[src/lsu_pkg.sv]
package lsu_pkg;

    localparam int ROB_TAG_BITS = 5;
    localparam int PREG_BITS = 6;

    // default sizes, overridden from lsu_top
    localparam int MEM_QUEUE_DEPTH = 8;
    localparam int MEM_WORDS = 256;

    typedef logic [31:0] word_t;
    typedef logic [ROB_TAG_BITS-1:0] rob_tag_t;
    typedef logic [PREG_BITS-1:0] preg_t;
    typedef logic [2:0] funct3_t;
    typedef logic [3:0] mask_t;

    // load funct3
    localparam funct3_t f3_lb = 3'b000;
    localparam funct3_t f3_lh = 3'b001;
    localparam funct3_t f3_lw = 3'b010;
    localparam funct3_t f3_lbu = 3'b100;
    localparam funct3_t f3_lhu = 3'b101;

    // store funct3
    localparam funct3_t f3_sb = 3'b000;
    localparam funct3_t f3_sh = 3'b001;
    localparam funct3_t f3_sw = 3'b010;

    // life of one queue slot
    typedef enum logic [1:0] {
        st_empty,
        st_wait_addr,
        st_ready,
        st_in_flight
    } entry_state_t;

endpackage

[src/agu.sv]
`timescale 1ns/1ps

module agu
    import lsu_pkg::*;
#(
    parameter int QUEUE_DEPTH = MEM_QUEUE_DEPTH,
    localparam int IDX_BITS = $clog2(QUEUE_DEPTH)
) (
    input  logic                clk,
    input  logic                rst,

    input  logic                agu_valid,
    input  logic [IDX_BITS-1:0] agu_idx,
    input  word_t               agu_base,
    input  word_t               agu_offset,
    input  word_t               agu_wdata,

    output logic                addr_valid,
    output logic [IDX_BITS-1:0] addr_idx,
    output word_t               addr,
    output word_t               addr_wdata
);

    word_t sum;

    assign sum = agu_base + agu_offset;

    always_ff @(posedge clk) begin
        if (rst) begin
            addr_valid <= 1'b0;
        end else begin
            addr_valid <= agu_valid;
        end
    end

    // payload follows the request, qualified by addr_valid
    always_ff @(posedge clk) begin
        if (agu_valid) begin
            addr_idx <= agu_idx;
            addr <= sum;
            addr_wdata <= agu_wdata;
        end
    end

    // an X here would corrupt a random queue slot
    a_addr_valid_known: assert property (
        @(posedge clk) disable iff (rst)
        !$isunknown(addr_valid)
    );

endmodule

[config.mk]
export PLATFORM = sky130hd
export DESIGN_NAME = agu
export DESIGN_NICKNAME = d
export VERILOG_FILES = /design/src/lsu_pkg.sv /design/src/agu.sv
export SDC_FILE = /design/constraint.sdc
export NUM_CORES = 1
export LEC_CHECK = 0
export BUFFER_PORTS_ARGS = -buffer_cell sky130_fd_sc_hd__buf_2
export CORE_MARGIN = 2
export CORE_UTILIZATION = 48
export DETAILED_ROUTE_END_ITERATION = 7
export GPL_TIMING_DRIVEN = 0
export PLACE_DENSITY = 0.81
export SYNTH_ARGS = -nofsm -noshare
export SYNTH_HDL_FRONTEND = slang
export SYNTH_SLANG_ARGS = --single-unit
export TNS_END_PERCENT = 5
[constraint.sdc]
create_clock -name clk -period 2.55 [get_ports clk]
set_input_delay 0.1275 -clock clk [delete_from_list [all_inputs] [get_ports clk]]
set_output_delay 0.1275 -clock clk [all_outputs]
set_load 0.03 [all_outputs]
==> impl_metrics.tcl <==
set metrics [dict create \
    placed_cells 580 \
    clkSinkCount 68 \
    yosysSeqAreaShare 0.537 \
    yosys.area_share.simple 0.0853 \
    synth.top_cell.area_share 0.531 \
    ys_types 53 \
    fp.coreArea_sq_um 7690 \
    finalMaxSlewViolations 0 \
    yosys.area.top_type "edfxtp_1" \
    synthCells 309 \
    max_freq_ghz 0.435 \
    finalWirelength_mm 10.0 \
    drt_iter0_drc 136 \
    setup_viol 0 \
    n_antenna_cell 0 \
    synth-compound-area-share 0.183 \
    htreeDepth 3 \
    first_pass_iters 4 \
    fin_area_sq_um 5320 \
    cp_max_fo 4 \
    clk_pin_slew_worst_paths_ps 70 \
    synth-edff-count 67 \
    grt_pass1_vias 3247 \
    final_nets 659 \
    rows 32 \
    max_stage_delay_ps 420 \
    layout-drive-gt1-share 0.372 \
    synth_fp_nets 443 \
    hold_class "in2reg" \
    synthFlopType "edfxtp_1" \
    syn_area_sq_um 3790 \
    p_sw_mw 1.12 \
    swShare 0.334 \
    p_leak_nw 2.41 \
    worstMarginPinSlew_ps 832 \
    worstPathRequired_ps 2640 \
    grt_antenna_before_repair 0 \
    seq_area_sq_um 2030 \
    cp_top_family "compound AO/OA/AOI/OAI gates" \
    grt_pass1_wl_mm 15.5 \
    clockPowerShare 0.264 \
    port_buffers 169 \
    synth_xor_area_frac 0.0648 \
    postSynth.asyncResetShare 0 \
    seq_power_share 0.429 \
    multi_input_area_sq_um 1690 \
    relSlewSlack 0.446 \
    avgViaCountPerCell 5.19 \
    placed_area_sq_um 4760 \
    dp_hpwl_mm 7.15 \
    gp_congestion 0.956 \
    ir_drop_v 0.000236 \
    cts_setup_buffers 0 \
    synth_top_family_by_area "compound AO/OA/AOI/OAI gates" \
    p_int_mw 2.23 \
    crit_chain "buf_2 -> ha_1 -> fa_1 -> a21o_1 -> a31o_1 -> nand2_1 -> o221ai_1 -> a311oi_1 -> o21bai_1 -> xor2_1" \
    layout.cells.most_common "buf_2" \
    cts-buffers-inserted 9 \
    ctsRootBufferMaster "clkbuf_8" \
    syn_avg_cell_area_sq_um 12.3 \
    fin_cells 632 \
    drc_errors 0 \
    grt_max_degree 69 \
    initial_utilization 0.493 \
    whs_ps 99.6 \
    rsz0062_at_grt "false" \
    pre_cts_slack_ps -115 \
    cts.path.max_buffers 2 \
    cts_tree "done" \
    cts_resized 0 \
    synthMuxAreaShare 0.00529 \
    status "finished clean" \
    fin_crit_sh 0.901 \
    cap_violations 0 \
    start_kind "input port" \
    area_growth_pct 40.6 \
    gr-total-overflow 0 \
    ant_nets 0 \
    die_w_um 92.8 \
    vias 3277 \
    ios 170 \
    synth-seq-cells 68 \
    period_minus_slack_ps 2300 \
    critical_path_class "in2reg" \
    synthTopCellsByArea "edfxtp_1 (53%), ha_1 (10%), a21oi_1 (3.8%), a21o_1 (3.8%), xor2_1 (3.5%)" \
    crit_buf_inv 1 \
    synth_fa_ha_area_frac 0.108 \
    hold_violations 0 \
    power_density_nw_per_um2 628 \
    die_y_um 92.8 \
    pwr-share-comb 0.308 \
    setup_ws_ps 251 \
    dieArea_sq_um 8610 \
    track_usage 0.236 \
    crit_path_end_kind "flop" \
    mostFrequentLayoutCells "buf_2 (172), edfxtp_1 (67), dlygate4sd3_1 (36), ha_1 (31), a21oi_1 (29)" \
    avgRoutedWirePerCell_um 15.8 \
    nFillCells 571 \
    ys_warn_count 0 \
    cp.arrival_ps 2390 \
    slowest_stage "a311oi_1" \
]
[per-layer routing]
layer,vias to the layer above,share of wire,global-route usage
met3,14,0.078,0.0618
li1,1628,-,-
met2,146,0.52,0.434
met5,-,0,0
met4,0,0.017,0.0797
met1,1489,0.39,0.263
[through the flow]
stage / TNS [ps] / total power, mW / utilization
global route: 0 / 3.50 / 0.692
finish: 0 / 3.34 / 0.692
detailed placement: -122 / 2.43 / 0.619
CTS: 0 / 3.35 / 0.692
floorplan: 0 / 2.11 / -
global placement: -61.5 / 2.40 / 0.619
[timing repair]
action | in CTS | in global routing
endpoints found under the hold margin | 36 | 0
endpoints found under the setup margin | 0 | 0
hold buffers | 36 | 0
[power groups by stage]
stage | sequential, mW | combinational, mW | clock (mW)
2_1_floorplan | 1.73 | 0.387 | 0
5_1_grt | 1.44 | 1.11 | 0.945
3_5_place_dp | 1.46 | 0.976 | 0
3_3_place_gp | 1.45 | 0.955 | 0
6_report | 1.43 | 1.03 | 0.882
4_1_cts | 1.43 | 1.02 | 0.893
[cell usage after synthesis (all sizes together), types with 2 or more instances]
| master | number |
|---|---|
| a211oi | 3 |
| a21o | 19 |
| a21oi | 29 |
| a311oi | 2 |
| a31oi | 4 |
| and3 | 2 |
| buf | 4 |
| clkbuf | 6 |
| edfxtp | 67 |
| ha | 31 |
| inv | 6 |
| mux2i | 2 |
| nand2 | 19 |
| nand2b | 2 |
| nand3 | 10 |
| nand4 | 7 |
| nor2 | 12 |
| nor2b | 2 |
| nor3 | 4 |
| o211ai | 3 |
| o21a | 2 |
| o21ai | 15 |
| o21bai | 5 |
| o221ai | 2 |
| o311ai | 2 |
| or2 | 3 |
| xnor2 | 13 |
| xor2 | 15 |
[path summary, 6_finish.rpt]
check | startpoint | cells after the start | end
worst max-delay path | agu_base[0] | 10 | addr[26]
worst min-delay path | agu_offset[0] | 2 | addr[0]
[cell families after synthesis]
logic type / after synthesis
AND/OR/NAND/NOR: 66
AO/OA/AOI/OAI: 97
multiplexers: 2
flip-flops: 68
XOR/XNOR: 28
buffers and inverters: 16
adder cells (fa/ha/maj): 32
[area by class of cell]
cell class                      instances  share of cell area
Tap cell                              102              0.0240
Multi-Input combinational cell        225               0.317
Clock inverter                          7              0.0143
Inverter                                6             0.00423
Timing Repair Buffer                  205               0.227
Buffer                                 10             0.00799
Clock buffer                            9              0.0233
Sequential cell                        68               0.382
[state kept, by name, indices dropped and copies added, names as in the netlist]
register / cells
addr_valid: 1
addr_wdata: 32
addr: 32
addr_idx: 3
Power figures use the tool's default switching activity.
