<file path="config.mk">
export PLATFORM = sky130hd
export DESIGN_NAME = load_align
export DESIGN_NICKNAME = d
export VERILOG_FILES = /design/src/lsu_pkg.sv /design/src/load_align.sv
export SDC_FILE = /design/constraint.sdc
export NUM_CORES = 1
export LEC_CHECK = 0
export BUFFER_PORTS_ARGS = -buffer_cell sky130_fd_sc_hd__buf_2
export CAP_MARGIN = 40
export CORE_MARGIN = 3
export CORE_UTILIZATION = 45
export DETAILED_ROUTE_END_ITERATION = 10
export PLACE_DENSITY_LB_ADDON = 0.1
export SYNTH_ARGS = -nofsm -noshare
export SYNTH_HDL_FRONTEND = slang
export SYNTH_SLANG_ARGS = --single-unit
</file>
<file path="constraint.sdc">
create_clock -name clk -period 3.6 [get_ports clk]
set_clock_uncertainty 0.1 [all_clocks]
set_input_delay 0.36 -clock clk [delete_from_list [all_inputs] [get_ports clk]]
set_output_delay 0.36 -clock clk [all_outputs]
set_load 0.01 [all_outputs]
</file>
<file path="src/lsu_pkg.sv">
package lsu_pkg;

    localparam int ROB_TAG_BITS = 5;
    localparam int PREG_BITS = 6;

    // default sizes, overridden from lsu_top
    localparam int MEM_QUEUE_DEPTH = 8;
    localparam int MEM_WORDS = 256;

    typedef logic [31:0] word_t;
    typedef logic [ROB_TAG_BITS-1:0] rob_tag_t;
    typedef logic [PREG_BITS-1:0] preg_t;
    typedef logic [2:0] funct3_t;
    typedef logic [3:0] mask_t;

    // load funct3
    localparam funct3_t f3_lb = 3'b000;
    localparam funct3_t f3_lh = 3'b001;
    localparam funct3_t f3_lw = 3'b010;
    localparam funct3_t f3_lbu = 3'b100;
    localparam funct3_t f3_lhu = 3'b101;

    // store funct3
    localparam funct3_t f3_sb = 3'b000;
    localparam funct3_t f3_sh = 3'b001;
    localparam funct3_t f3_sw = 3'b010;

    // life of one queue slot
    typedef enum logic [1:0] {
        st_empty,
        st_wait_addr,
        st_ready,
        st_in_flight
    } entry_state_t;

endpackage

</file>
<file path="src/load_align.sv">
`timescale 1ns/1ps

module load_align
    import lsu_pkg::*;
(
    input  logic       clk,
    input  logic       rst,

    input  logic       done_valid,
    input  rob_tag_t   done_rob,
    input  preg_t      done_pd,
    input  logic       done_is_store,
    input  funct3_t    done_funct3,
    input  logic [1:0] done_offset,
    input  word_t      rsp_rdata,
    output logic       out_ready,

    output logic       cdb_valid,
    input  logic       cdb_ready,
    output rob_tag_t   cdb_rob,
    output preg_t      cdb_pd,
    output word_t      cdb_data,
    output logic       cdb_is_store
);

    word_t shifted;
    word_t result;
    logic load_en;

    assign shifted = rsp_rdata >> {done_offset, 3'b000};

    always_comb begin
        if (done_is_store) begin
            result = '0;
        end else begin
            unique case (done_funct3)
                f3_lb: result = {{24{shifted[7]}}, shifted[7:0]};
                f3_lh: result = {{16{shifted[15]}}, shifted[15:0]};
                f3_lbu: result = {24'h0, shifted[7:0]};
                f3_lhu: result = {16'h0, shifted[15:0]};
                default: result = shifted;
            endcase
        end
    end

    // one-entry register, free when empty or draining
    assign out_ready = !cdb_valid || cdb_ready;
    assign load_en = done_valid && out_ready;

    always_ff @(posedge clk) begin
        if (rst) begin
            cdb_valid <= 1'b0;
        end else if (load_en) begin
            cdb_valid <= 1'b1;
        end else if (cdb_ready) begin
            cdb_valid <= 1'b0;
        end
    end

    always_ff @(posedge clk) begin
        if (load_en) begin
            cdb_rob <= done_rob;
            cdb_pd <= done_pd;
            cdb_data <= result;
            cdb_is_store <= done_is_store;
        end
    end

    a_cdb_hold: assert property (
        @(posedge clk) disable iff (rst)
        cdb_valid && !cdb_ready |=> cdb_valid && $stable(cdb_rob) && $stable(cdb_pd)
            && $stable(cdb_data) && $stable(cdb_is_store)
    );

endmodule

</file>
==> impl_metrics.ini <==
[critical_path]
worst-path-max-fanout = 27
crit_path_cell_trace = buf_2 > mux2i_1 > mux2i_1 > o211ai_4 > a21oi_1
timing.critical_path.slowest_cell_delay_ps = 520
critPathSlowestCell = sky130_fd_sc_hd__o211ai_4
path_class = in2reg
worst_setup_path_start_kind = input port
crit_required_ps = 3520
setup_crit_end_kind = register
worst-endpoint-arrival_ps = 2020
timing.critical_path.mode_cell = sky130_fd_sc_hd__mux2i_1

[sta]
post_layout_minimum_cycle_time_ps = 2100
timing.fmax_ghz = 0.4762
hold_viol = 0
finalCritPeriodShare = 0.5834
total_negative_slack_for_setup_checks_ps = 0
final_setup_vio_count = 0
slew_violations = 0
slew_headroom = 0.5332
unrepaired_setup_endpoints_after_global_routing = no
tightestPinTransition_ps = 698.8

[routing]
dr.pass1.iters = 4
vias = 1686
avgViaCountPerCell = 5.439
wl_um = 4987
antenna_left = 0
drc_errors = 0
avgRoutedWirePerCell_um = 16.09
drtIter0Drc = 69

[clock_tree]
worst_setup_hold_path_clk_slew_ps = 80
deepest_clock_path_buffer_count = 2
root_buffer = sky130_fd_sc_hd__clkbuf_8
htree_num_levels = 2
tritoncts_clock_tree = built
cts.repair.resized = 0
cts.sinks = 45
insertion_delay_ps = 280
cts.hold.buffers_added = 0
post_cts.repair.setup_buffers = 0
cts_buffers = 5

[pwr]
cell_pwr_density_nw_per_um2 = 408.6
vdd_drop_max_mv = 0.1689
power.leakage_nw = 1.159

[placed_design]
gp_congestion = 0.8208
placedCellCount = 302
count_of_port_buffers_added_during_placement = 98
dp.final_hpwl_um = 3687

[floorplanning]
initial_utilization = 0.4828
floorplan_die_width_um = 75.52
num_rows = 24
core_box_area_sq_um = 4504
io-pin-count = 99
chipHeight_um = 75.52
fp.dieArea_sq_um = 5703

[global_route]
grt_start_max_net_pins = 33
grt_antenna_before_repair = 0
globalRoute.totalOverflow = 0
first_pass_grt_wire_length_um = 7369
first_global_vias = 1570
grt_util_all_layers = 0.1736

[synth]
syn_area_per_cell_sq_um = 13.42
synth_cell_type_count = 22
post_synth_inst_count = 162
cell_type_with_the_largest_total_area_after_synthesis = sky130_fd_sc_hd__edfxtp_1
synth_cell_area_sq_um = 2175
synth_top_cells_by_area = sky130_fd_sc_hd__edfxtp_1 61%, sky130_fd_sc_hd__mux2_2 7.2%, sky130_fd_sc_hd__mux2i_1 5.5%
yosys.area.top_type_share = 0.6076
synth_seq_cells = 45
number_of_nets_produced_by_synthesis = 215
synth.yosys.seq_area_share = 0.6168
synth-warning-count = 0

[outcome]
status = finished clean

[final_layout]
antenna_cells = 0
syn_to_final_growth_pct = 27.85
post_route_non_filler_standard_cell_count = 310
nets = 310
drive_above_1_share = 0.5155

[hold_path]
hold_path.class = in2reg

[run]
max_cap_viols = 0
-- power breakdown --
part / internal [W] / switching [W] / leakage, nW / total (W)
clock: 0.000157 / 0.000154 / 0.0455 / 0.000310
combinational: 0.0000851 / 0.000113 / 0.669 / 0.000198
sequential: 0.000619 / 0.00000860 / 0.444 / 0.000627
-- worst max-delay path, delay by kind of cell --
kind	cells	cell delay (ps)
AO/OA/AOI/OAI	2	660
multiplexers	2	490
buffers and inverters	1	500
-- logic make-up after synthesis --
family | share of synthesized area
AOI/OAI and AO/OA | 0.1364
muxes | 0.1277
DFF | 0.6168
buffers and inverters | 0.03164
and+or+nand+nor | 0.08746
-- per-stage QoR --
| stage | cell area [sq um] | hold WS (ps) | worst slack [ps] | util | power (W) |
|---|---|---|---|---|---|
| after floorplan | 2175 | 329.1 | 1464 | - | 0.0007515 |
| after global placement | 2670 | 392.1 | 1214 | 0.5928 | 0.0008353 |
| after detailed placement | 2690 | 408.1 | 1211 | 0.5972 | 0.0008384 |
| after CTS | 2780 | 120.9 | 1516 | 0.6172 | 0.001146 |
| after global routing | 2780 | 110.9 | 1295 | 0.6172 | 0.001188 |
| final | 2780 | 123.6 | 1500 | 0.6172 | 0.001136 |
-- synth_stat cells --
cell type / number
sky130_fd_sc_hd__nand2b_1: 2
sky130_fd_sc_hd__a221oi_1: 7
sky130_fd_sc_hd__a311oi_4: 1
sky130_fd_sc_hd__buf_6: 2
sky130_fd_sc_hd__dfxtp_1: 1
sky130_fd_sc_hd__a211oi_1: 8
sky130_fd_sc_hd__inv_1: 2
sky130_fd_sc_hd__a21oi_2: 10
sky130_fd_sc_hd__a21oi_1: 8
sky130_fd_sc_hd__buf_1: 1
sky130_fd_sc_hd__nand2_1: 15
sky130_fd_sc_hd__mux2_2: 14
sky130_fd_sc_hd__mux2i_1: 12
sky130_fd_sc_hd__o211ai_4: 1
sky130_fd_sc_hd__nor2b_1: 3
sky130_fd_sc_hd__buf_2: 4
sky130_fd_sc_hd__nand2b_4: 1
sky130_fd_sc_hd__clkbuf_1: 4
sky130_fd_sc_hd__edfxtp_1: 44
sky130_fd_sc_hd__and2_1: 1
sky130_fd_sc_hd__nand3b_1: 1
sky130_fd_sc_hd__nor2_1: 20
-- final timing paths --
check,startpoint,endpoint,slack (ps),cells past startpoint
hold / removal,rst,cdb_valid,120,2
setup / recovery,done_offset[0],cdb_data[16],1500,5
setup reg to reg,cdb_valid,cdb_data[2],2170,3
hold reg to reg,cdb_valid,cdb_valid,410,2
-- layout make-up --
class                      instances  area, sq um
fill                             358         1724
sequential                        45         1341
multi-input combinational        104        765.7
timing repair buffer              99        510.5
clock buffer                       8        90.09
tap                               52        65.06
inverter                           2        7.507
-- cells in the final DEF, fill, tap and decap left out --
cell	instances
sky130_fd_sc_hd__buf_2	98
sky130_fd_sc_hd__edfxtp_1	44
sky130_fd_sc_hd__nor2_1	20
sky130_fd_sc_hd__nand2_1	15
sky130_fd_sc_hd__mux2_2	14
sky130_fd_sc_hd__mux2i_1	12
sky130_fd_sc_hd__a21oi_2	10
sky130_fd_sc_hd__a21oi_1	8
sky130_fd_sc_hd__a211oi_1	8
sky130_fd_sc_hd__a221oi_1	7
sky130_fd_sc_hd__clkbuf_8	6
sky130_fd_sc_hd__nor2b_1	3
sky130_fd_sc_hd__nand2b_1	2
sky130_fd_sc_hd__inv_1	2
sky130_fd_sc_hd__clkbuf_1	2
sky130_fd_sc_hd__and2_2	1
sky130_fd_sc_hd__nand3b_1	1
sky130_fd_sc_hd__nand2b_4	1
sky130_fd_sc_hd__a311oi_4	1
sky130_fd_sc_hd__o211ai_4	1
sky130_fd_sc_hd__dfxtp_1	1
sky130_fd_sc_hd__buf_12	1
-- flip-flops by register name (all words and copies together), names as in the netlist --
register and flops:
cdb_rob 5, cdb_valid 1, cdb_pd 6, cdb_data 32
cdb_is_store 1
-- layer usage --
metal / global-route usage / wire length [um]
met5: 0 / 0
met4: 0.07767 / 89
met1: 0.2073 / 1992
met2: 0.2963 / 2508
met3: 0.04222 / 397
No activity file was read; power rests on OpenSTA's default activity.
