===== src/lsu_pkg.sv =====
package lsu_pkg;

    localparam int ROB_TAG_BITS = 5;
    localparam int PREG_BITS = 6;

    // default sizes, overridden from lsu_top
    localparam int MEM_QUEUE_DEPTH = 8;
    localparam int MEM_WORDS = 256;

    typedef logic [31:0] word_t;
    typedef logic [ROB_TAG_BITS-1:0] rob_tag_t;
    typedef logic [PREG_BITS-1:0] preg_t;
    typedef logic [2:0] funct3_t;
    typedef logic [3:0] mask_t;

    // load funct3
    localparam funct3_t f3_lb = 3'b000;
    localparam funct3_t f3_lh = 3'b001;
    localparam funct3_t f3_lw = 3'b010;
    localparam funct3_t f3_lbu = 3'b100;
    localparam funct3_t f3_lhu = 3'b101;

    // store funct3
    localparam funct3_t f3_sb = 3'b000;
    localparam funct3_t f3_sh = 3'b001;
    localparam funct3_t f3_sw = 3'b010;

    // life of one queue slot
    typedef enum logic [1:0] {
        st_empty,
        st_wait_addr,
        st_ready,
        st_in_flight
    } entry_state_t;

endpackage


===== src/memory_queue.sv =====
`timescale 1ns/1ps

module memory_queue
    import lsu_pkg::*;
#(
    parameter int QUEUE_DEPTH = MEM_QUEUE_DEPTH,
    localparam int IDX_BITS = $clog2(QUEUE_DEPTH)
) (
    input  logic                clk,
    input  logic                rst,

    // dispatch
    input  logic                disp_valid,
    output logic                disp_ready,
    input  logic                disp_is_store,
    input  funct3_t             disp_funct3,
    input  rob_tag_t            disp_rob,
    input  preg_t               disp_pd,
    output logic [IDX_BITS-1:0] disp_idx,

    // address update from agu
    input  logic                addr_valid,
    input  logic [IDX_BITS-1:0] addr_idx,
    input  word_t               addr,
    input  word_t               addr_wdata,

    // commit
    input  logic                commit_valid,
    input  rob_tag_t            commit_rob,

    // data memory
    output logic                req_valid,
    output word_t               req_addr,
    output mask_t               req_rmask,
    output mask_t               req_wmask,
    output word_t               req_wdata,
    input  logic                rsp_valid,

    // completion handoff
    input  logic                out_ready,
    output logic                done_valid,
    output rob_tag_t            done_rob,
    output preg_t               done_pd,
    output logic                done_is_store,
    output funct3_t             done_funct3,
    output logic [1:0]          done_offset
);

    logic [IDX_BITS:0] head;
    logic [IDX_BITS:0] tail;
    logic [IDX_BITS-1:0] head_idx;
    logic [IDX_BITS-1:0] tail_idx;

    entry_state_t q_state [QUEUE_DEPTH];
    logic q_is_store [QUEUE_DEPTH];
    funct3_t q_funct3 [QUEUE_DEPTH];
    rob_tag_t q_rob [QUEUE_DEPTH];
    preg_t q_pd [QUEUE_DEPTH];
    word_t q_addr [QUEUE_DEPTH];
    word_t q_wdata [QUEUE_DEPTH];

    logic full;
    logic push;
    logic pop;
    logic issue;
    logic in_flight;
    logic rst_done;
    mask_t size_mask;
    logic [1:0] head_offset;

    assign head_idx = head[IDX_BITS-1:0];
    assign tail_idx = tail[IDX_BITS-1:0];
    assign full = (head_idx == tail_idx) && (head[IDX_BITS] != tail[IDX_BITS]);

    // a full queue still takes an op when the head leaves this cycle
    assign pop = rsp_valid;
    assign disp_ready = rst_done && (!full || pop);
    assign push = disp_valid && disp_ready;
    assign disp_idx = tail_idx;

    assign issue = (q_state[head_idx] == st_ready) && commit_valid
                   && (commit_rob == q_rob[head_idx]) && !in_flight && out_ready;

    assign head_offset = q_addr[head_idx][1:0];

    always_comb begin
        if (q_is_store[head_idx]) begin
            unique case (q_funct3[head_idx])
                f3_sb: size_mask = 4'b0001;
                f3_sh: size_mask = 4'b0011;
                default: size_mask = 4'b1111;
            endcase
        end else begin
            unique case (q_funct3[head_idx])
                f3_lb, f3_lbu: size_mask = 4'b0001;
                f3_lh, f3_lhu: size_mask = 4'b0011;
                default: size_mask = 4'b1111;
            endcase
        end
    end

    assign req_valid = issue;
    assign req_addr = {q_addr[head_idx][31:2], 2'b00};
    assign req_rmask = q_is_store[head_idx] ? 4'b0000 : mask_t'(size_mask << head_offset);
    assign req_wmask = q_is_store[head_idx] ? mask_t'(size_mask << head_offset) : 4'b0000;
    assign req_wdata = q_wdata[head_idx] << {head_offset, 3'b000};

    // head leaves together with the memory response
    assign done_valid = rsp_valid;
    assign done_rob = q_rob[head_idx];
    assign done_pd = q_pd[head_idx];
    assign done_is_store = q_is_store[head_idx];
    assign done_funct3 = q_funct3[head_idx];
    assign done_offset = head_offset;

    always_ff @(posedge clk) begin
        if (rst) begin
            head <= '0;
            tail <= '0;
            in_flight <= 1'b0;
            rst_done <= 1'b0;
            for (int i = 0; i < QUEUE_DEPTH; i++) begin
                q_state[i] <= st_empty;
            end
        end else begin
            rst_done <= 1'b1;
            if (pop) begin
                q_state[head_idx] <= st_empty;
                head <= head + 1'b1;
                in_flight <= 1'b0;
            end
            if (issue) begin
                q_state[head_idx] <= st_in_flight;
                in_flight <= 1'b1;
            end
            if (addr_valid) begin
                q_state[addr_idx] <= st_ready;
            end
            // last, so a push into the slot just popped wins
            if (push) begin
                q_state[tail_idx] <= st_wait_addr;
                tail <= tail + 1'b1;
            end
        end
    end

    always_ff @(posedge clk) begin
        if (push) begin
            q_is_store[tail_idx] <= disp_is_store;
            q_funct3[tail_idx] <= disp_funct3;
            q_rob[tail_idx] <= disp_rob;
            q_pd[tail_idx] <= disp_pd;
        end
        if (addr_valid) begin
            q_addr[addr_idx] <= addr;
            q_wdata[addr_idx] <= addr_wdata;
        end
    end

    a_addr_to_live_slot: assert property (
        @(posedge clk) disable iff (rst)
        addr_valid |-> q_state[addr_idx] != st_empty
    );

    // data_mem answers only what this queue asked for
    a_rsp_in_flight: assert property (
        @(posedge clk) disable iff (rst)
        rsp_valid |-> in_flight
    );

endmodule


===== config.mk =====
export PLATFORM = sky130hd
export DESIGN_NAME = memory_queue
export DESIGN_NICKNAME = d
export VERILOG_FILES = /design/src/lsu_pkg.sv /design/src/memory_queue.sv
export SDC_FILE = /design/constraint.sdc
export NUM_CORES = 1
export LEC_CHECK = 0
export ABC_AREA = 1
export BUFFER_PORTS_ARGS = -buffer_cell sky130_fd_sc_hd__buf_2
export CAP_MARGIN = 20
export CORE_MARGIN = 2
export CORE_UTILIZATION = 58
export DETAILED_ROUTE_END_ITERATION = 10
export PLACE_DENSITY = 0.82
export SYNTH_ARGS = -nofsm -noshare
export SYNTH_HDL_FRONTEND = slang
export SYNTH_SLANG_ARGS = --single-unit

===== constraint.sdc =====
create_clock -name clk -period 4.65 [get_ports clk]
set_input_delay 0.6975 -clock clk [delete_from_list [all_inputs] [get_ports clk]]
set_output_delay 0.6975 -clock clk [all_outputs]
set_load 0.05 [all_outputs]

==> key figures, run 1 <==
Clocking
  – Reg clk slew, reported paths: approximately 0.060 ns
  – CTS Sinks: about 660
  – CTS tree: yes
  – CTS H-tree depth: 3
  – Post-CTS Setup Bufs: 0
  – CTS max path bufs: 3
  – CTS Hold Bufs: 0
  – CTS Buf Count: 67
  – PostCTS Resize Cnt: 0
  – Root buffer cell: clkbuf_16
  – Clock latency on the worst-skew pair: about 0.6 ns

GRT
  – Global-route wire length before repair: roughly 100000 µm
  – Vias in the first global route: 18000
  – Largest net degree at the start of global routing: 141
  – Tot GR Track Use: between 20% and 30%
  – GRT overflow: 0
  – Initial antenna violation count: 13

Logic synthesis
  – Sequential share of the synthesized area: just over 70%
  – Fraction of registers with async set/reset: 0%
  – Post-synth EDFFs: between 600 and 700
  – Mapped cell area: ~0.027 mm²
  – Gate Count Post-Synth: ~2200
  – Ys flop type: edfxtp_1
  – Ys Warns: 0
  – FF+latch count, synth: approximately 660
  – Syn Area/Cell: approximately 12 µm²
  – Yosys cell types: 38

Critical path
  – Max FO, Critical Path: 51
  – Crit-path max cell delay: 0.52 ns
  – Critical-path top delay cell: dfxtp_4
  – Worst EP arrival: 3.63 ns
  – Worst setup SP type: flop
  – Crit path required time: between 3 and 4 ns
  – Critical path type: reg -> out
  – CP Capture Type: output port
  – CP Cell Sequence: inv_4 -> o21ai_0 -> o22ai_1 -> inv_1 -> o21ai_2 -> inv_2 -> nand2_1 -> inv_1 -> nand2_1 -> o21ai_0 -> a21oi_1 -> buf_2
  – Worst r2r path cells: 13

Timing
  – Worst-margin pin slew: around 0.99 ns
  – Endpoints failing hold: 0
  – Fin crit share: 93.0%
  – Rel. slew slack: roughly a third
  – FMAX: 0.231 GHz
  – # setup viols final: 0
  – Clock Skew: roughly 0.010 ns
  – Final TNS setup: 0 ns
  – Fin. max-slew vios: 0
  – Unrepaired setup endpoints after global routing: false
  – Final period demand of the worst path: between 4 and 5 ns

Final layout
  – Final cell count without fillers: between 3000 and 4000
  – Share of layout cells above drive strength 1: between 10% and 20%
  – Fillcell total: 3081
  – Area Growth Syn to Fin: 12.8%
  – Post-layout nets: roughly 2500
  – Final core utilization: between 60% and 70%

Detailed routing
  – Met2 wire length: approximately 31000 µm
  – Number of remaining DRC errors: 0
  – WL met1: ~26000 µm
  – Routed len/inst: ~22 µm
  – Metal3 WL: between 6000 and 7000 µm
  – Vias: about 19000
  – Post-Route WL: between 60000 and 70000 µm
  – Vias/cell: between 6 and 7
  – Pre-antenna DRT Iters: 7
  – Antenna-violating nets left: 0
  – Top Metal Used: met5
  – DRT iter0 DRCs: approximately 2500

Hold path
  – Worst Hold Class: in -> reg
  – Hold Path Depth: 1

Power
  – PD cells: between 400 and 500 mW/mm²
  – Total power: around 14 mW
  – Maximum VDD drop: about 0.00041 V
  – Leakage: approximately 11 nW

Placement
  – Gpl congestion: slightly below 1
  – Detailed-placement wirelength estimate: roughly 38000 µm
  – Placed Cells: a little under 3000
  – Buffers on Ports: roughly 190

Run
  – Max_cap viols: 0

Floorplan
  – Site row count: just under 80
  – Die H: 220 µm
  – Die X: ~220 µm
  – Io pins: roughly 190
  – Die area: slightly below 0.05 mm²
  – Core footprint: 0.0456 mm²
  – Initial Util: between 50% and 60%

Run status
  – Status: complete, no violations
routing by layer:
layer / track usage (%) / vias to the layer above
met5: 0 / -
met3: 5.99 / 211
met4: 12.2 / 14
met1: 36.6 / 8993
met2: 43.3 / 1122
li1: - / 8342
cells by family (layout without fill, tap and decap cells):
| family | after synthesis | after routing | share of synthesized area [%] |
|---|---|---|---|
| AO/OA/AOI/OAI | 533 | 533 | 11.0 |
| XOR/XNOR | 1 | 1 | 0.0325 |
| adder cells (fa/ha/maj) | 2 | 2 | 0.0929 |
| buffers and inverters | 238 | 445 | 4.19 |
| flip-flops | 661 | 661 | 72.6 |
| multiplexers | 5 | 5 | 0.186 |
| other | 1 | 10 | 0.0139 |
| AND/OR/NAND/NOR | 791 | 791 | 11.8 |
flip-flops by register name, summed over array words and instances, names as in the netlist, named ones only:
register,count
q_funct3,24
q_is_store,8
head,4
q_pd,48
q_state,16
q_wdata,256
q_addr,256
q_rob,40
in_flight,1
tail,4
rst_done,1
synth_stat cells (2+ instances only):
cell type  instances  area, µm²
o22ai_1          101        632
nor2_1           503       1890
mux2i_1            5       50.1
buf_1              4       15.0
clkbuf_1          52        195
o21ai_1           29        145
buf_4             31        233
nor2_4             4       45.0
dfxtp_1           29        581
nand4_1           12       75.1
buf_6              8       90.1
o21ai_0          307       1540
edfxtp_1         632      19000
inv_2              5       18.8
nand2_1          185        694
a21oi_2            8       70.1
a21oi_1           24        120
inv_1             91        342
nor2_2             4       25.0
nand3_1           59        295
buf_2             46        230
o21ai_2            2       17.5
o221ai_1          21        184
nand2_2            2       12.5
nor3_1            10       50.1
a31oi_1           38        238
nand3b_1           8       60.1
ha_1               2       25.0
final cells by class:
type	instances	area, µm²	area share, %
clock buffer	86	1750	5.75
tap	600	751	2.47
timing repair buffer	228	1350	4.43
antenna	8	20.0	0.0659
inverter	97	377	1.24
sequential	661	19600	64.4
clock inverter	34	272	0.893
multi-input combinational	1334	6320	20.8
critical path: cells and delay by family, from the launching register on:
| family | cells | cell delay, ns |
|---|---|---|
| buf+inv | 5 | 1.21 |
| simple gates | 2 | 0.43 |
| flops | 1 | 0.52 |
| compound gates | 5 | 0.86 |
report_power, final:
group	internal (mW)	leakage (nW)	switching, mW
logic	0.399	3.72	1.35
clock network	2.76	0.982	2.26
registers	6.70	5.97	0.0685
total	9.86	10.7	3.68
path summary, 6_finish.rpt:
kind,startpoint,to,slack [ns]
worst max-delay path,flop,req_wdata[31],0.33
worst min-delay path,addr[22],q_addr[4][22]$_DFFE_PP_,0.35
worst max register to register,flop,q_state[1][1]$_SDFFE_PP0P_,1.69
worst min register to register,tail[3]$_SDFFE_PP0P_,tail[3]$_SDFFE_PP0P_,0.48
through the flow:
step	hold slack (ns)	setup WS, ns	area [µm²]
after floorplan	0.443	0.294	26900
after global placement	0.456	1.20	28400
final	0.349	0.327	30400
after detailed placement	0.471	1.05	28400
after global routing	0.341	0.0746	30400
after CTS	0.329	0.389	30400
cell usage in the layout (no fill, tap or decap), types with 9 or more instances in the layout:
cell and n:
edfxtp_1 632, nand4_1 12, nand3_1 59, dfxtp_1 26, clkinv_2 9, buf_2 186, o22ai_1 101, clkbuf_1 19
buf_4 34, a31oi_1 38, clkinv_1 12, o221ai_1 21, nor2_4 12, o21ai_1 29, inv_1 91, nor3_1 10
clkbuf_16 67, a21oi_1 24, nand2_1 185, nor2_1 495, o21ai_0 307
Power figures use the tool's default switching activity.
==> run 2, diff against run 1 <==
Settings changed: REMOVE_ABC_BUFFERS from default to 1.
==> key figures, run 2 (synthesis results as in run 1) <==
Run status
  – Status: complete, no violations (unchanged)

Final layout
  – Post-layout nets: 2472 (was 2485)
  – Most frequent cells in the layout: edfxtp_1, nor2_1, o21ai_0 (unchanged)
  – Final cell count without fillers: 3037 (was 3048)
  – Area Growth Syn to Fin: 12.8% (about the same)
  – Final core utilization: 66.7% (about the same)
  – Final instance area: 0.0304 mm² (about the same)
  – Share of layout cells above drive strength 1: 14.7% (was 14.6%)
  – Largest regs: q_addr (256), q_wdata (256), q_pd (48) (unchanged)
  – Most common cell after layout, fill and taps aside: edfxtp_1 (unchanged)

GRT
  – GRT overflow: 0 (unchanged)
  – Vias in the first global route: 18100 (was 18000)
  – Global-route wire length before repair: 99500 µm (was 99800 µm)
  – Tot GR Track Use: 27.2% (was 27.3%)
  – Largest net degree at the start of global routing: 166 (was 141)
  – Initial antenna violation count: 17 (was 13)

Placement
  – Detailed-placement wirelength estimate: 37000 µm (was 37600 µm)
  – Buffers on Ports: 186 (unchanged)
  – Gpl congestion: 0.835 (was 0.964)
  – Placed Cells: 2909 (was 2920)
  – Post-place setup slack: 0.783 ns (was 1.05 ns)
  – Post-DP Area: 0.0283 mm² (was 0.0284 mm²)

Timing
  – Final worst slack: 0.239 ns (was 0.327 ns)
  – Clock Skew: 0.0255 ns (was 0.0105 ns)
  – Unrepaired setup endpoints after global routing: false (unchanged)
  – Worst-margin pin slew: 1.09 ns (was 0.987 ns)
  – FMAX: 0.227 GHz (was 0.231 GHz)
  – # setup viols final: 0 (unchanged)
  – Rel. slew slack: 27.1% (was 34.0%)
  – Fin crit share: 94.9% (was 93.0%)
  – Final period demand of the worst path: 4.41 ns (was 4.32 ns)
  – Endpoints failing hold: 0 (unchanged)
  – Fin. max-slew vios: 0 (unchanged)

Critical path
  – Worst setup SP type: flop (unchanged)
  – Crit path required time: 3.95 ns (about the same)
  – Critical path type: reg -> out (unchanged)
  – Worst r2r path cells: 15 (was 13)
  – Max FO, Critical Path: 146 (was 51)
  – Timing endpoint of the critical path: req_rmask[2] (was req_wdata[31])
  – CP Capture Type: output port (unchanged)
  – R2r setup slk: 1.27 ns (was 1.69 ns)
  – RR Endpoint: q_state[1][0]$_SDFFE_PP1P_ (was q_state[1][1]$_SDFFE_PP0P_)
  – Worst EP arrival: 3.71 ns (was 3.63 ns)

Floorplan
  – Die X: 220 µm (unchanged)
  – Initial Util: 59.1% (unchanged)
  – Die area: 0.0482 mm² (unchanged)
  – Io pins: 189 (unchanged)
  – Die H: 220 µm (unchanged)
  – Site row count: 78 (unchanged)
  – Core footprint: 0.0456 mm² (unchanged)

Power
  – PD cells: 444 mW/mm² (was 445 mW/mm²)
  – Internal Power: 9.93 mW (was 9.86 mW)
  – Clock Power Share: 36.8% (was 37.1%)
  – Comb power frac: 13.1% (was 12.9%)
  – Maximum VDD drop: 0.000275 V (was 0.000409 V)
  – Sequential share of power: 50.1% (was 50.0%)
  – Sw Ratio: 26.3% (was 27.2%)
  – P_sw: 3.55 mW (was 3.68 mW)
  – Leakage: 10.6 nW (was 10.7 nW)

Clocking
  – CTS Buf Count: 60 (was 67)
  – CTS H-tree depth: 2 (was 3)
  – CTS Sinks: 661 (unchanged)
  – CTS max path bufs: 3 (unchanged)
  – Root buffer cell: clkbuf_16 (unchanged)
  – Reg clk slew, reported paths: 0.06 ns (about the same)
  – Clock latency on the worst-skew pair: 0.64 ns (was 0.60 ns)
  – Post-CTS Setup Bufs: 0 (unchanged)
  – CTS tree: yes (unchanged)

Detailed routing
  – Vias: 18700 (about the same)
  – Number of remaining DRC errors: 0 (unchanged)
  – Routed len/inst: 21.8 µm (about the same)
  – Post-Route WL: 66100 µm (was 66400 µm)
  – DRT iter0 DRCs: 2801 (was 2485)
  – Antenna-violating nets left: 0 (unchanged)
  – Vias/cell: 6.17 (was 6.13)
  – Pre-antenna DRT Iters: 5 (was 7)

Hold path
  – Worst Hold Class: in -> reg (unchanged)

Run
  – Max_cap viols: 0 (unchanged)
## run 2: cell count changes in the layout (fill, tap and decap cells not counted), sizes merged
cell / before / now
clkbuf: 86 / 81
bufinv: 1 / 7
inv: 104 / 97
buf: 228 / 222
diode: 8 / 11
clkinv: 24 / 22
## run 2: area by class of cell
class                   count  area [µm²]
repair buffers            222        1340
multi-input cells        1334        6340
well taps                 600         751
inverters                  97         377
flip-flops and latches    661       19600
clock inverters            31         364
diodes                     11        27.5
clock buffers              81        1620
fillers                  2969       15200
## run 2: metal layers
layer	track usage, %	wire length, µm
met1	35.6	24900
met2	44.6	32400
met3	5.76	6560
met4	11.5	2170
met5	0	93
## run 2: metrics by stage
stage / power, mW / setup TNS, ns / hold slack, ns
6_report: 13.5 / 0 / 0.324
5_1_grt: 13.9 / 0 / 0.310
4_1_cts: 13.5 / 0 / 0.300
3_5_place_dp: 8.61 / 0 / 0.464
3_3_place_gp: 8.55 / 0 / 0.456
2_1_floorplan: 8.07 / -613.95 / 0.443
## run 2: worst min path at each step
stage | slack, ns | cells past startpoint | to | from
4_1_cts | 0.30 | 1 | q_addr[1][27]$_DFFE_PP_ | addr[27]
3_3_place_gp | 0.46 | 1 | tail[3]$_SDFFE_PP0P_ | tail[3]$_SDFFE_PP0P_
2_1_floorplan | 0.44 | 1 | tail[3]$_SDFFE_PP0P_ | tail[3]$_SDFFE_PP0P_
3_5_place_dp | 0.46 | 1 | tail[3]$_SDFFE_PP0P_ | tail[3]$_SDFFE_PP0P_
6_report | 0.32 | 1 | q_addr[0][23]$_DFFE_PP_ | addr[23]
5_1_grt | 0.31 | 1 | q_addr[4][6]$_DFFE_PP_ | addr[6]
## run 2: power groups by stage
| stage | logic (mW) | registers (mW) | clock network [mW] |
|---|---|---|---|
| 6_report | 1.77 | 6.75 | 4.96 |
| 5_1_grt | 1.89 | 6.76 | 5.20 |
| 4_1_cts | 1.75 | 6.75 | 4.97 |
| 3_5_place_dp | 1.73 | 6.88 | 0 |
| 3_3_place_gp | 1.68 | 6.87 | 0 |
| 2_1_floorplan | 1.14 | 6.93 | 0 |
## run 2: critical path: stages, from the launching register on
cell     delay, ns
dfxtp_4       0.51
inv_8         0.63
buf_4         0.59
o21ai_0       0.15
o22ai_1       0.14
nor2_1        0.05
a31oi_1       0.18
nand2_1       0.11
nand3_1       0.13
o22ai_1       0.14
nor2_1        0.15
buf_2         0.28
## run 2: timing repair
action	4_1_cts	5_1_grt
gates resized for setup	0	3
hold buffers	0	0
endpoints found under the setup margin	0	7
